### config.mk
export PLATFORM = sky130hd
export DESIGN_NAME = mipsCore
export DESIGN_NICKNAME = d
export VERILOG_FILES = /design/src/cpuPkg.sv /design/src/mipsCore.sv /design/src/controlUnit.sv /design/src/dataPath.sv /design/src/registerFile.sv /design/src/alu.sv /design/src/instructionDecoder.sv
export SDC_FILE = /design/constraint.sdc
export NUM_CORES = 2
export LEC_CHECK = 0
export BUFFER_PORTS_ARGS = -buffer_cell sky130_fd_sc_hd__buf_2
export CELL_PAD_IN_SITES_DETAIL_PLACEMENT = 1
export CELL_PAD_IN_SITES_GLOBAL_PLACEMENT = 1
export CORE_ASPECT_RATIO = 0.8
export CORE_MARGIN = 2
export CORE_UTILIZATION = 50
export CTS_CLUSTER_DIAMETER = 80
export DETAILED_ROUTE_END_ITERATION = 10
export PLACE_DENSITY_LB_ADDON = 0.12
export SKIP_LAST_GASP = 1
export SYNTH_ARGS = -nofsm -noshare
export SYNTH_HDL_FRONTEND = slang
export SYNTH_SLANG_ARGS = --single-unit
### constraint.sdc
create_clock -name Clk -period 10 [get_ports Clk]
set_input_delay 2 -clock Clk [delete_from_list [all_inputs] [get_ports Clk]]
set_output_delay 2 -clock Clk [all_outputs]
set_load 0.01 [all_outputs]
### src/cpuPkg.sv
`default_nettype none

package cpuPkg;

	localparam int dataWidth = 32;
	localparam int addrWidth = 9; // 512-byte memory
	localparam int regIdxWidth = 5;
	localparam int jumpIdxWidth = 26;
	localparam logic [addrWidth-1:0] trapVector = 9'd448; // Overflow trap entry
	localparam logic [regIdxWidth-1:0] linkReg = 5'd31;

	typedef enum logic [4:0] {
		resetState, fetchAddr, fetchReq, fetchWait, loadIr, decode,
		execute, overflowCheck, memAddr, loadReq, loadWait, loadWrite,
		storeData, storeReq, storeWait, branch, jump, trap
	} cpuState;

	// R-type ops first, then immediates, memory and control flow
	typedef enum logic [4:0] {
		opAddu, opAdd, opSubu, opSub, opAnd, opOr, opXor, opNor,
		opSlt, opSltu, opSllv, opSrlv, opSrav,
		opAddiu, opAddi, opAndi, opOri, opXori, opSlti, opSltiu, opLui,
		opLw, opSw, opBeq, opBne, opJ, opJal, opInvalid
	} instrOp;

	typedef enum logic [3:0] {
		aluPass, aluAdd, aluSub, aluAnd, aluOr, aluXor, aluNor,
		aluSll, aluSrl, aluSra, aluLui, aluSlt, aluSltu, aluIncr4
	} aluOp;

	typedef enum logic [1:0] {pcFromAlu, pcFromBranch, pcFromJump, pcFromTrap} pcSrcSel;
	typedef enum logic {marFromPc, marFromAlu} marSrcSel;
	typedef enum logic {mdrFromAlu, mdrFromMem} mdrSrcSel;
	typedef enum logic [1:0] {bReg, bImm, bPc} aluBSrc;
	typedef enum logic {wbAlu, wbMdr} wbSrc;

	typedef struct packed {
		logic mfa; // Request strobe
		logic rw; // 1 = write
		logic [addrWidth-1:0] addr;
		logic [dataWidth-1:0] wdata;
	} memReq;

	typedef struct packed {
		logic mfc; // One-cycle completion pulse
		logic [dataWidth-1:0] rdata;
	} memRsp;

	typedef struct packed {
		instrOp op;
		logic [regIdxWidth-1:0] rs;
		logic [regIdxWidth-1:0] rt;
		logic [regIdxWidth-1:0] rd; // Already the destination index
		logic [dataWidth-1:0] imm;
		logic [jumpIdxWidth-1:0] jumpIndex;
	} decodedInstr;

	typedef struct packed {
		logic pcLoad;
		pcSrcSel pcSrc;
		logic irLoad;
		logic marLoad;
		marSrcSel marSrc;
		logic mdrLoad;
		mdrSrcSel mdrSrc;
		logic regWrite;
		logic regDstSel; // Forces the link register
		aluOp aluFunc;
		aluBSrc aluBSel;
		wbSrc wbSel;
	} ctrlBundle;

	typedef struct packed {
		logic zero;
		logic overflow;
	} aluFlags;

endpackage

`default_nettype wire
### src/mipsCore.sv
`timescale 1ns/1ps
`default_nettype none

module mipsCore
	import cpuPkg::*;
(
	input logic Clk,
	input logic rstN,
	output memReq mem,
	input memRsp memIn
);

	ctrlBundle ctrl;
	decodedInstr instr;
	aluFlags flags;

	controlUnit control (
		.Clk(Clk),
		.rstN(rstN),
		.instr(instr),
		.flags(flags),
		.mfc(memIn.mfc),
		.ctrl(ctrl),
		.mfa(mem.mfa),
		.rw(mem.rw)
	);

	dataPath path (
		.Clk(Clk),
		.rstN(rstN),
		.ctrl(ctrl),
		.memIn(memIn),
		.addr(mem.addr),
		.wdata(mem.wdata),
		.instr(instr),
		.flags(flags)
	);

endmodule

`default_nettype wire

### src/controlUnit.sv
`timescale 1ns/1ps
`default_nettype none

module controlUnit
	import cpuPkg::*;
(
	input logic Clk,
	input logic rstN,
	input decodedInstr instr,
	input aluFlags flags,
	input logic mfc,
	output ctrlBundle ctrl,
	output logic mfa,
	output logic rw
);

	cpuState state;
	cpuState nextState;

	aluOp execFunc;
	aluBSrc execBSel;
	logic execTraps;
	logic branchTaken;

	always_ff @(posedge Clk or negedge rstN) begin
		if (!rstN)
			state <= resetState;
		else
			state <= nextState;
	end

	// ALU setup of the register ops, held over into overflowCheck
	always_comb begin
		case (instr.op)
			opAddu, opAdd, opAddiu, opAddi: execFunc = aluAdd;
			opSubu, opSub: execFunc = aluSub;
			opAnd, opAndi: execFunc = aluAnd;
			opOr, opOri: execFunc = aluOr;
			opXor, opXori: execFunc = aluXor;
			opNor: execFunc = aluNor;
			opSllv: execFunc = aluSll;
			opSrlv: execFunc = aluSrl;
			opSrav: execFunc = aluSra;
			opLui: execFunc = aluLui;
			opSlt, opSlti: execFunc = aluSlt;
			opSltu, opSltiu: execFunc = aluSltu;
			default: execFunc = aluPass;
		endcase
	end

	assign execBSel = (instr.op inside {opAddu, opAdd, opSubu, opSub, opAnd, opOr, opXor,
		opNor, opSlt, opSltu, opSllv, opSrlv, opSrav}) ? bReg : bImm;
	assign execTraps = instr.op inside {opAdd, opAddi, opSub};
	assign branchTaken = (instr.op == opBeq) ? flags.zero : !flags.zero;

	always_comb begin
		nextState = state;
		ctrl = '0;
		mfa = 1'b0;
		rw = 1'b0;
		unique case (state)
			resetState: nextState = fetchAddr;
			fetchAddr: begin
				ctrl.marLoad = 1'b1;
				ctrl.marSrc = marFromPc;
				nextState = fetchReq;
			end
			fetchReq: begin
				mfa = 1'b1;
				nextState = fetchWait;
			end
			fetchWait: begin
				mfa = 1'b1;
				if (mfc) begin // rdata only valid now
					ctrl.mdrLoad = 1'b1;
					ctrl.mdrSrc = mdrFromMem;
					nextState = loadIr;
				end
			end
			loadIr: begin
				ctrl.irLoad = 1'b1;
				ctrl.pcLoad = 1'b1; // PC + 4
				ctrl.pcSrc = pcFromAlu;
				ctrl.aluFunc = aluIncr4;
				ctrl.aluBSel = bPc;
				nextState = decode;
			end
			decode: begin
				case (instr.op)
					opLw, opSw: nextState = memAddr;
					opBeq, opBne: nextState = branch;
					opJ, opJal: nextState = jump;
					opInvalid: nextState = fetchAddr; // Skipped
					default: nextState = execute;
				endcase
			end
			execute: begin
				ctrl.aluFunc = execFunc;
				ctrl.aluBSel = execBSel;
				ctrl.regWrite = !execTraps; // Trapping ops write after the check
				nextState = execTraps ? overflowCheck : fetchAddr;
			end
			overflowCheck: begin
				ctrl.aluFunc = execFunc;
				ctrl.aluBSel = execBSel;
				if (flags.overflow) begin
					nextState = trap;
				end else begin
					ctrl.regWrite = 1'b1;
					nextState = fetchAddr;
				end
			end
			memAddr: begin
				ctrl.marLoad = 1'b1;
				ctrl.marSrc = marFromAlu;
				ctrl.aluFunc = aluAdd; // rs + offset
				ctrl.aluBSel = bImm;
				nextState = (instr.op == opSw) ? storeData : loadReq;
			end
			loadReq: begin
				mfa = 1'b1;
				nextState = loadWait;
			end
			loadWait: begin
				mfa = 1'b1;
				if (mfc) begin
					ctrl.mdrLoad = 1'b1;
					ctrl.mdrSrc = mdrFromMem;
					nextState = loadWrite;
				end
			end
			loadWrite: begin
				ctrl.regWrite = 1'b1;
				ctrl.wbSel = wbMdr;
				nextState = fetchAddr;
			end
			storeData: begin
				ctrl.mdrLoad = 1'b1; // rt through the ALU
				ctrl.mdrSrc = mdrFromAlu;
				ctrl.aluFunc = aluPass;
				ctrl.aluBSel = bReg;
				nextState = storeReq;
			end
			storeReq: begin
				mfa = 1'b1;
				rw = 1'b1;
				nextState = storeWait;
			end
			storeWait: begin
				mfa = 1'b1;
				rw = 1'b1;
				if (mfc)
					nextState = fetchAddr;
			end
			branch: begin
				ctrl.aluFunc = aluSub; // Zero flag compares rs and rt
				ctrl.aluBSel = bReg;
				ctrl.pcLoad = branchTaken;
				ctrl.pcSrc = pcFromBranch;
				nextState = fetchAddr;
			end
			jump: begin
				ctrl.pcLoad = 1'b1;
				ctrl.pcSrc = pcFromJump;
				if (instr.op == opJal) begin
					ctrl.regWrite = 1'b1; // Link reads the old PC
					ctrl.regDstSel = 1'b1;
					ctrl.aluFunc = aluIncr4;
					ctrl.aluBSel = bPc;
				end
				nextState = fetchAddr;
			end
			trap: begin
				ctrl.pcLoad = 1'b1;
				ctrl.pcSrc = pcFromTrap;
				nextState = fetchAddr;
			end
			default: nextState = resetState;
		endcase
	end

endmodule

`default_nettype wire

### src/dataPath.sv
`timescale 1ns/1ps
`default_nettype none

module dataPath
	import cpuPkg::*;
(
	input logic Clk,
	input logic rstN,
	input ctrlBundle ctrl,
	input memRsp memIn,
	output logic [addrWidth-1:0] addr,
	output logic [dataWidth-1:0] wdata,
	output decodedInstr instr,
	output aluFlags flags
);

	logic [addrWidth-1:0] pc;
	logic [addrWidth-1:0] mar;
	logic [dataWidth-1:0] ir;
	logic [dataWidth-1:0] mdr;

	logic [dataWidth-1:0] rsData;
	logic [dataWidth-1:0] rtData;
	logic [dataWidth-1:0] aluB;
	logic [dataWidth-1:0] aluY;
	logic [dataWidth-1:0] wbData;
	logic [regIdxWidth-1:0] wrIdx;

	logic [addrWidth-1:0] branchTarget;
	logic [addrWidth-1:0] jumpTarget;
	logic [addrWidth-1:0] pcNext;

	instructionDecoder decoder (
		.ir(ir),
		.instr(instr)
	);

	registerFile regFile (
		.Clk(Clk),
		.rstN(rstN),
		.we(ctrl.regWrite),
		.rs(instr.rs),
		.rt(instr.rt),
		.rd(wrIdx),
		.wd(wbData),
		.rsData(rsData),
		.rtData(rtData)
	);

	alu aluUnit (
		.func(ctrl.aluFunc),
		.a(rsData),
		.b(aluB),
		.y(aluY),
		.flags(flags)
	);

	always_comb begin
		unique case (ctrl.aluBSel)
			bReg: aluB = rtData;
			bImm: aluB = instr.imm;
			bPc: aluB = dataWidth'(pc);
			default: aluB = rtData;
		endcase
	end

	assign wrIdx = ctrl.regDstSel ? linkReg : instr.rd;
	assign wbData = (ctrl.wbSel == wbMdr) ? mdr : aluY;

	// PC already points past the branch, wraps at 512 bytes
	assign branchTarget = pc + {instr.imm[addrWidth-3:0], 2'b00};
	assign jumpTarget = {instr.jumpIndex[addrWidth-3:0], 2'b00};

	always_comb begin
		unique case (ctrl.pcSrc)
			pcFromAlu: pcNext = aluY[addrWidth-1:0];
			pcFromBranch: pcNext = branchTarget;
			pcFromJump: pcNext = jumpTarget;
			pcFromTrap: pcNext = trapVector;
			default: pcNext = aluY[addrWidth-1:0];
		endcase
	end

	always_ff @(posedge Clk or negedge rstN) begin
		if (!rstN) begin
			pc <= '0;
			ir <= '0;
		end else begin
			if (ctrl.pcLoad)
				pc <= pcNext;
			if (ctrl.irLoad)
				ir <= mdr; // Fetched word arrives through MDR
		end
	end

	always_ff @(posedge Clk) begin
		if (ctrl.marLoad)
			mar <= (ctrl.marSrc == marFromAlu) ? aluY[addrWidth-1:0] : pc;
		if (ctrl.mdrLoad)
			mdr <= (ctrl.mdrSrc == mdrFromMem) ? memIn.rdata : aluY;
	end

	// Fetch goes through MAR too, so the bus address is always MAR
	assign addr = mar;
	assign wdata = mdr;

endmodule

`default_nettype wire

### src/registerFile.sv
`timescale 1ns/1ps
`default_nettype none

module registerFile
	import cpuPkg::*;
(
	input logic Clk,
	input logic rstN,
	input logic we,
	input logic [regIdxWidth-1:0] rs,
	input logic [regIdxWidth-1:0] rt,
	input logic [regIdxWidth-1:0] rd,
	input logic [dataWidth-1:0] wd,
	output logic [dataWidth-1:0] rsData,
	output logic [dataWidth-1:0] rtData
);

	localparam int numRegs = 2 ** regIdxWidth;

	logic [dataWidth-1:0] regs [numRegs];

	always_ff @(posedge Clk or negedge rstN) begin
		if (!rstN) begin
			for (int i = 0; i < numRegs; i++) begin
				regs[i] <= '0;
			end
		end else if (we && (rd != '0)) begin // $zero stays zero
			regs[rd] <= wd;
		end
	end

	assign rsData = regs[rs];
	assign rtData = regs[rt];

endmodule

`default_nettype wire

### src/alu.sv
`timescale 1ns/1ps
`default_nettype none

module alu
	import cpuPkg::*;
(
	input aluOp func,
	input logic [dataWidth-1:0] a,
	input logic [dataWidth-1:0] b,
	output logic [dataWidth-1:0] y,
	output aluFlags flags
);

	localparam int msb = dataWidth - 1;

	logic [dataWidth-1:0] sum;
	logic [dataWidth-1:0] diff;
	logic [4:0] shamt;
	logic addOvf;
	logic subOvf;

	assign sum = a + b;
	assign diff = a - b;
	assign shamt = a[4:0]; // Variable shifts take the amount from rs

	// Signed overflow when the result sign disagrees with the operands
	assign addOvf = (a[msb] == b[msb]) && (sum[msb] != a[msb]);
	assign subOvf = (a[msb] != b[msb]) && (diff[msb] != a[msb]);

	always_comb begin
		unique case (func)
			aluPass: y = b;
			aluAdd: y = sum;
			aluSub: y = diff;
			aluAnd: y = a & b;
			aluOr: y = a | b;
			aluXor: y = a ^ b;
			aluNor: y = ~(a | b);
			aluSll: y = b << shamt;
			aluSrl: y = b >> shamt;
			aluSra: y = $signed(b) >>> shamt;
			aluLui: y = {b[15:0], 16'b0};
			aluSlt: y = dataWidth'($signed(a) < $signed(b));
			aluSltu: y = dataWidth'(a < b);
			aluIncr4: y = b + dataWidth'(4); // PC advance and link
			default: y = b;
		endcase
	end

	always_comb begin
		flags.zero = (y == '0);
		case (func)
			aluAdd: flags.overflow = addOvf;
			aluSub: flags.overflow = subOvf;
			default: flags.overflow = 1'b0;
		endcase
	end

endmodule

`default_nettype wire

### src/instructionDecoder.sv
`timescale 1ns/1ps
`default_nettype none

module instructionDecoder
	import cpuPkg::*;
(
	input logic [dataWidth-1:0] ir,
	output decodedInstr instr
);

	logic [5:0] opcode;
	logic [5:0] funct;
	instrOp op;
	logic zeroExt;
	logic [regIdxWidth-1:0] dest;
	logic [dataWidth-1:0] imm;

	assign opcode = ir[31:26];
	assign funct = ir[5:0];

	always_comb begin
		op = opInvalid;
		if (opcode == 6'b000000) begin
			case (funct)
				6'b100001: op = opAddu;
				6'b100000: op = opAdd;
				6'b100011: op = opSubu;
				6'b100010: op = opSub;
				6'b100100: op = opAnd;
				6'b100101: op = opOr;
				6'b100110: op = opXor;
				6'b100111: op = opNor;
				6'b101010: op = opSlt;
				6'b101011: op = opSltu;
				6'b000100: op = opSllv;
				6'b000110: op = opSrlv;
				6'b000111: op = opSrav;
				default: op = opInvalid;
			endcase
		end else begin
			case (opcode)
				6'b001001: op = opAddiu;
				6'b001000: op = opAddi;
				6'b001100: op = opAndi;
				6'b001101: op = opOri;
				6'b001110: op = opXori;
				6'b001010: op = opSlti;
				6'b001011: op = opSltiu;
				6'b001111: op = opLui;
				6'b100011: op = opLw;
				6'b101011: op = opSw;
				6'b000100: op = opBeq;
				6'b000101: op = opBne;
				6'b000010: op = opJ;
				6'b000011: op = opJal;
				default: op = opInvalid;
			endcase
		end
	end

	// Logical immediates are zero extended, everything else sign extended
	assign zeroExt = op inside {opAndi, opOri, opXori, opLui};
	assign imm = zeroExt ? {16'b0, ir[15:0]} : {{16{ir[15]}}, ir[15:0]};

	always_comb begin
		if (op == opJal)
			dest = linkReg;
		else if (opcode == 6'b000000)
			dest = ir[15:11]; // rd
		else
			dest = ir[20:16]; // rt
	end

	assign instr = '{op: op, rs: ir[25:21], rt: ir[20:16], rd: dest, imm: imm,
		jumpIndex: ir[25:0]};

endmodule

`default_nettype wire

# After elaboration in Yosys (flattened, before gate mapping)
# Memories as Yosys holds them, arrays and structs flattened.
# Index checks and enable logic that the tools add are counted.
# totals
register_bits,1111
mem_bits_ro,768
input_bits,35
out_inout_bits,43
wordCells,194
memories,3
# memory_table
name,depth,word_bits,rd,rd_clocked_by_memory_dff,wr,line,source
(name not given),64,5,1,0,0,instructionDecoder.sv:24,case (funct)
(name not given),64,5,1,0,0,instructionDecoder.sv:41,case (opcode)
(name not given),32,4,1,0,0,controlUnit.sv:34,case (instr.op)
# op_classes
add_sub_neg,4
order_cmp,6
eq_ne,66
shifts,3
mux,44
n_bitwise,7
reduce_logical,24
# op_table
op,count
1024-bit bitwise mux,1
32-bit case mux with 13 select lines,1
32-bit binary-select mux with 5-bit select,2
32-bit two-way mux,8
32-bit demux with 5-bit select,1
5-bit by 4-bit == test with 1-bit output (second input constant),15
5-bit case mux with 14 select lines,1
32-bit < comparator,2
32-bit case mux with 2 select lines,1
5-bit == test (second input constant),12
5-bit by 3-bit == test with 1-bit output (second input constant),8
5-bit two-way mux,8
9-bit case mux with 4 select lines,1
32-bit by 3-bit adder with 32-bit output (second input constant),1
32-bit adder,1
32-bit AND,1
32-bit logical NOT,1
32-bit inverter,1
32-bit bitwise OR,1
32-bit by 5-bit << shifter with 32-bit output,1
32-bit by 5-bit >> shifter with 32-bit output,1
32-bit by 5-bit >>> shifter with 32-bit output,1
32-bit subtractor,1
32-bit XOR,1
39 further kinds,82

# Depth between registers and ports, before layout
# logic_depth
word_depth,17
ltp_mapped,47
mapped_depth_nobuf,41

# By module
# From an unflattened synthesis, not the netlist that was laid out.
# unflattened
hier_cells,6999
area_unflattened_um2,74576.5
# by_module_without_submodules
module,instances,cells_per_inst,area_per_inst_um2,seq_area_each_um2
registerFile,1,4601,55942.4,25624.6
alu,1,1732,11906.4,0.0
dataPath,1,368,4523.1,2257.2
instructionDecoder,1,156,1176.1,0.0
controlUnit,1,142,1028.5,125.1

# Worst setup path after synthesis
# OpenSTA, ideal clock, no wires.
# synth_path
kind,reg2reg
startpoint,register path.ir[26]
endpoint,register path.pc[3]
setup_ps,125
t_arrival_ps,8839
required_ps,9875
slack_ps,1036
path_stages_with_launch,41
path_buffers,6
period_less_slack_ps,8964
cell_sequence,dfrtp_1 > inv_1 > ha_1 > or4b_4 > or2_0 > clkbuf_1 > o31a_2 > ha_1 > buf_2 > nor3_1 > nor2_1 > o21ai_0 > nand2_1 > and2_1 > inv_1 > ha_1 > clkbuf_1 > clkbuf_1 > [... 5 more ...] > clkbuf_1 > nor2b_1 > o31a_1 > or2_2 > a21oi_1 > xnor2_1 > a22o_1 > o211ai_1 > o21ai_0 > o32a_2 > or4b_1 > or4_1 > or4_1 > nor2_1 > a21oi_1 > o31a_1 > buf_6 > mux2_4
# synth_via
elab_chain_len,15
elab_cells_between_ends,63
classes_between,add/sub: 3; order compare: 2; eq/ne: 33; shift: 3; mux: 10; bitwise: 4; reduce/logical: 6; memory: 2
# synth_rtl
item,line,source
"start, declared",dataPath.sv:19,logic [dataWidth-1:0] ir;
"start signal, assigned",dataPath.sv:92,ir <= mdr;
memory read 64 x 5 bit / 6-bit logical NOT (equally long branches),n/a,
5-bit two-way mux (*),instructionDecoder.sv:23,if (opcode == 6'b000000) begin
branches (longest 13 deep; another with 32-bit by 3-bit adder with 32-bit output),n/a,
"end signal, assigned",dataPath.sv:90,pc <= pcNext;
"end, declared",dataPath.sv:17,logic [addrWidth-1:0] pc;
# Every way passes the cells marked *.
# A chain may end at the register's enable or synchronous reset.

# Final worst setup path
# layout_path
startpoint,register path.ir[26]
endpoint,register path.pc[4]
# The elaborated chain is that of the path after synthesis.

==> results_dict.tcl <==
set metrics [dict create \
    outcome "finished, final reports clean" \
    fin_crit_sh_pct 98.6 \
    layout_setup_ws_ns 0.138 \
    io_buffers 77 \
    clk_path_buf_depth 3 \
    slew_viol_final 0 \
    h-tree-depth 3 \
    grt_pass1_wl_mm 487 \
    clk_pin_slew_ns 0.07 \
    pre_cts_ws_ns -0.580 \
    die_x_um 423 \
    layout_min_cycle_time_ns 9.86 \
    place.gp.congestion 1.08 \
    synth-seq-cells 1111 \
    dr.pass1.iters 8 \
    synth_xor_area_share_pct 0.697 \
    grt_pass1_vias 66100 \
    area_growth_pct 12.6 \
    die_area_sq_um 144000 \
    grt-ovfl-total 0 \
    whs_endpoint "path.regFile.regs[1007]" \
    synth_edf_count 41 \
    fp.dieH_um 339 \
    crit_type "reg -> reg" \
    yosysMostFrequentCell "nand2_1" \
    syn_area_per_cell_sq_um 9.81 \
    critPathRequiredTime_ns 10.70 \
    cp_max_fo 11 \
    drv_cap 0 \
    worstHoldPathCells 0 \
    setup_viol 0 \
    avgRoutedWirePerCell_um 37.2 \
    fin_skew_ns 0.0630 \
    critPathCaptureType "register" \
    rows 123 \
    clk_latency_ns 0.81 \
    worstMarginPinSlew_ns 1.36 \
    worstPathArrival_ns 10.56 \
    wl_mm 338 \
    finalHoldViolations 0 \
    drc 0 \
    drive_gt1_share_pct 21.0 \
    async_reset_ff_share_pct 96.3 \
    hpwlAfterDp_mm 240 \
    min_path_type "reg -> reg" \
    synth_nets 7331 \
    r2r_cells 41 \
    crit_top_cell "buf_4" \
    grt_max_degree 173 \
    slowest_stage "or4b_2" \
    ios 78 \
    synth_area_leaders "dfrtp_1 38%, mux4_2 14%, o21ai_0 6.9%, nand2_1 6.0%, mux2i_1 4.0%" \
    track_usage_pct 46.6 \
    fp.coreArea_sq_um 140000 \
    cts_tree "done" \
    rr_startpoint "path.ir[26]" \
    synthAdderAreaFrac_pct 2.29 \
    synth_top_area_cell "dfrtp_1" \
    nets 7282 \
    ys_top_cells_by_count "1130 x nand2_1, 1070 x dfrtp_1, 965 x o21ai_0, 516 x clkbuf_1, 462 x nor2_1" \
    syn_area_sq_um 70300 \
    synthMuxAreaShare_pct 21.0 \
    synth-simple-area-share_pct 13.3 \
    timing.rr.end "path.pc[4]" \
    clock_sinks 1111 \
    initialDrtViolationCount 8872 \
    clockRootBuffer "clkbuf_16" \
    ys.flop_type "dfrtp_1" \
    seq_area_frac_synth_pct 39.8 \
    num_vias 65500 \
    yosys_warnings 0 \
    synth_top_family_by_area "multiplexers" \
    slew_headroom_pct 9.33 \
    initial_core_util_pct 50.2 \
    syn_inst 7169 \
    fmax_ghz 0.101 \
    drt.antenna.violating_nets 0 \
    antenna_found_initial 17 \
    synthDistinctLibCells 123 \
    via_per_inst 7.20 \
    yosysTopAreaCellShare_pct 38.1 \
    hp-start "path.regFile.regs[1007]" \
    ctsHoldBuffers 0 \
    start_kind "register" \
    synth-compound-area-share_pct 17.6 \
    reg2reg_slack_ns 0.14 \
    crit_path_max_incr_delay_ns 0.78 \
    cts_buffers 117 \
]
## placed cells by master (no fill, tap or decap), types with 19 or more instances in the layout
cell type and count:
nand2_1 1127, dfrtp_1 1060, o21ai_0 957, nor2_1 456
mux4_2 431, buf_4 366, a21oi_1 327, mux2i_1 263
mux2_2 145, a22oi_1 131, clkbuf_16 119, ha_1 117
nand3_1 109, inv_1 106, buf_12 99, buf_2 76
nor3_1 75, a211oi_1 72, nor2b_1 56, o22ai_1 53
xnor2_1 50, edfxtp_1 41, a31oi_1 37, o211ai_1 36
nor4_1 34, a221oi_1 33, nand4_1 33, nand2b_1 32
clkbuf_1 31, clkbuf_8 27, and3_1 24, a21o_1 23
a32oi_1 23, and2_1 22, or4_1 22, a21oi_2 21
or3_1 19
## worst max path at each step
stage	cells past startpoint	to	start
6_report	41	path.pc[4]	path.ir[26]
5_1_grt	43	path.pc[5]	path.ir[26]
4_1_cts	40	path.pc[4]	path.ir[27]
3_5_place_dp	42	path.pc[4]	path.ir[27]
3_3_place_gp	42	path.pc[7]	path.ir[26]
2_1_floorplan	40	path.pc[3]	path.ir[26]
## critical path: cells and delay by family, from the launching register on
family          cells  cell delay, ns
xor+xnor            1            0.15
mux                 1            0.29
simple gates       13            3.35
buf+inv             9            1.38
flops               1            0.44
fa+ha+maj           4            1.10
compound gates     13            3.00
## stage by stage
step	setup TNS [ns]	std cells	utilization [%]	area [sq um]	hold WS, ns
finish	0	9090	56.5	79200	0.401
global route	-0.252	9085	56.5	79200	0.407
CTS	0	9077	56.3	78800	0.399
detailed placement	-3.87	8864	53.4	74800	0.382
global placement	-4.50	8864	53.4	74800	0.377
floorplan	0	7169	-	70300	0.438
## sequential cells by signal, indices dropped and copies added, names as in the netlist
register,count
path.regFile.regs,1024
path.ir,32
path.wdata,32
path.addr,9
path.pc,9
control.state,5
## repair_timing
action                                  CTS  global route
pin swaps                                 5            18
cloned                                    0             0
buffers inserted                          4             8
gates resized for setup                  11            68
endpoints found under the hold margin     0             0
endpoints found under the setup margin   34           911
## cell type report
class / instances / area (sq um)
clock inverter: 32 / 448
tap: 1875 / 2350
clock buffer: 177 / 3470
multi-input combinational: 5227 / 39300
antenna: 5 / 12.5
fill: 15100 / 60900
timing repair buffer: 546 / 5170
sequential: 1111 / 28000
inverter: 117 / 439
## logic make-up (layout without fill, tap and decap cells)
kind of cell               Yosys count  count (layout)
and+or+nand+nor                   2135            2135
xor gates and xnor gates            56              56
buffers and inverters              831             872
adders and majority gates          127             127
other                                0               5
DFF                               1111            1111
muxes                              883             883
AOI/OAI and AO/OA                 2026            2026
## metal layers
metal	vias to the layer above	wire length, um	GRT usage, %
li1	26200	-	-
met1	34000	133000	63.9
met2	4198	142000	66.5
met3	1021	41100	14.6
met4	16	21800	23.9
met5	-	169	0
Power is not shown: default switching activity piles up to over one toggle a cycle in this logic, so the estimate is an artifact.
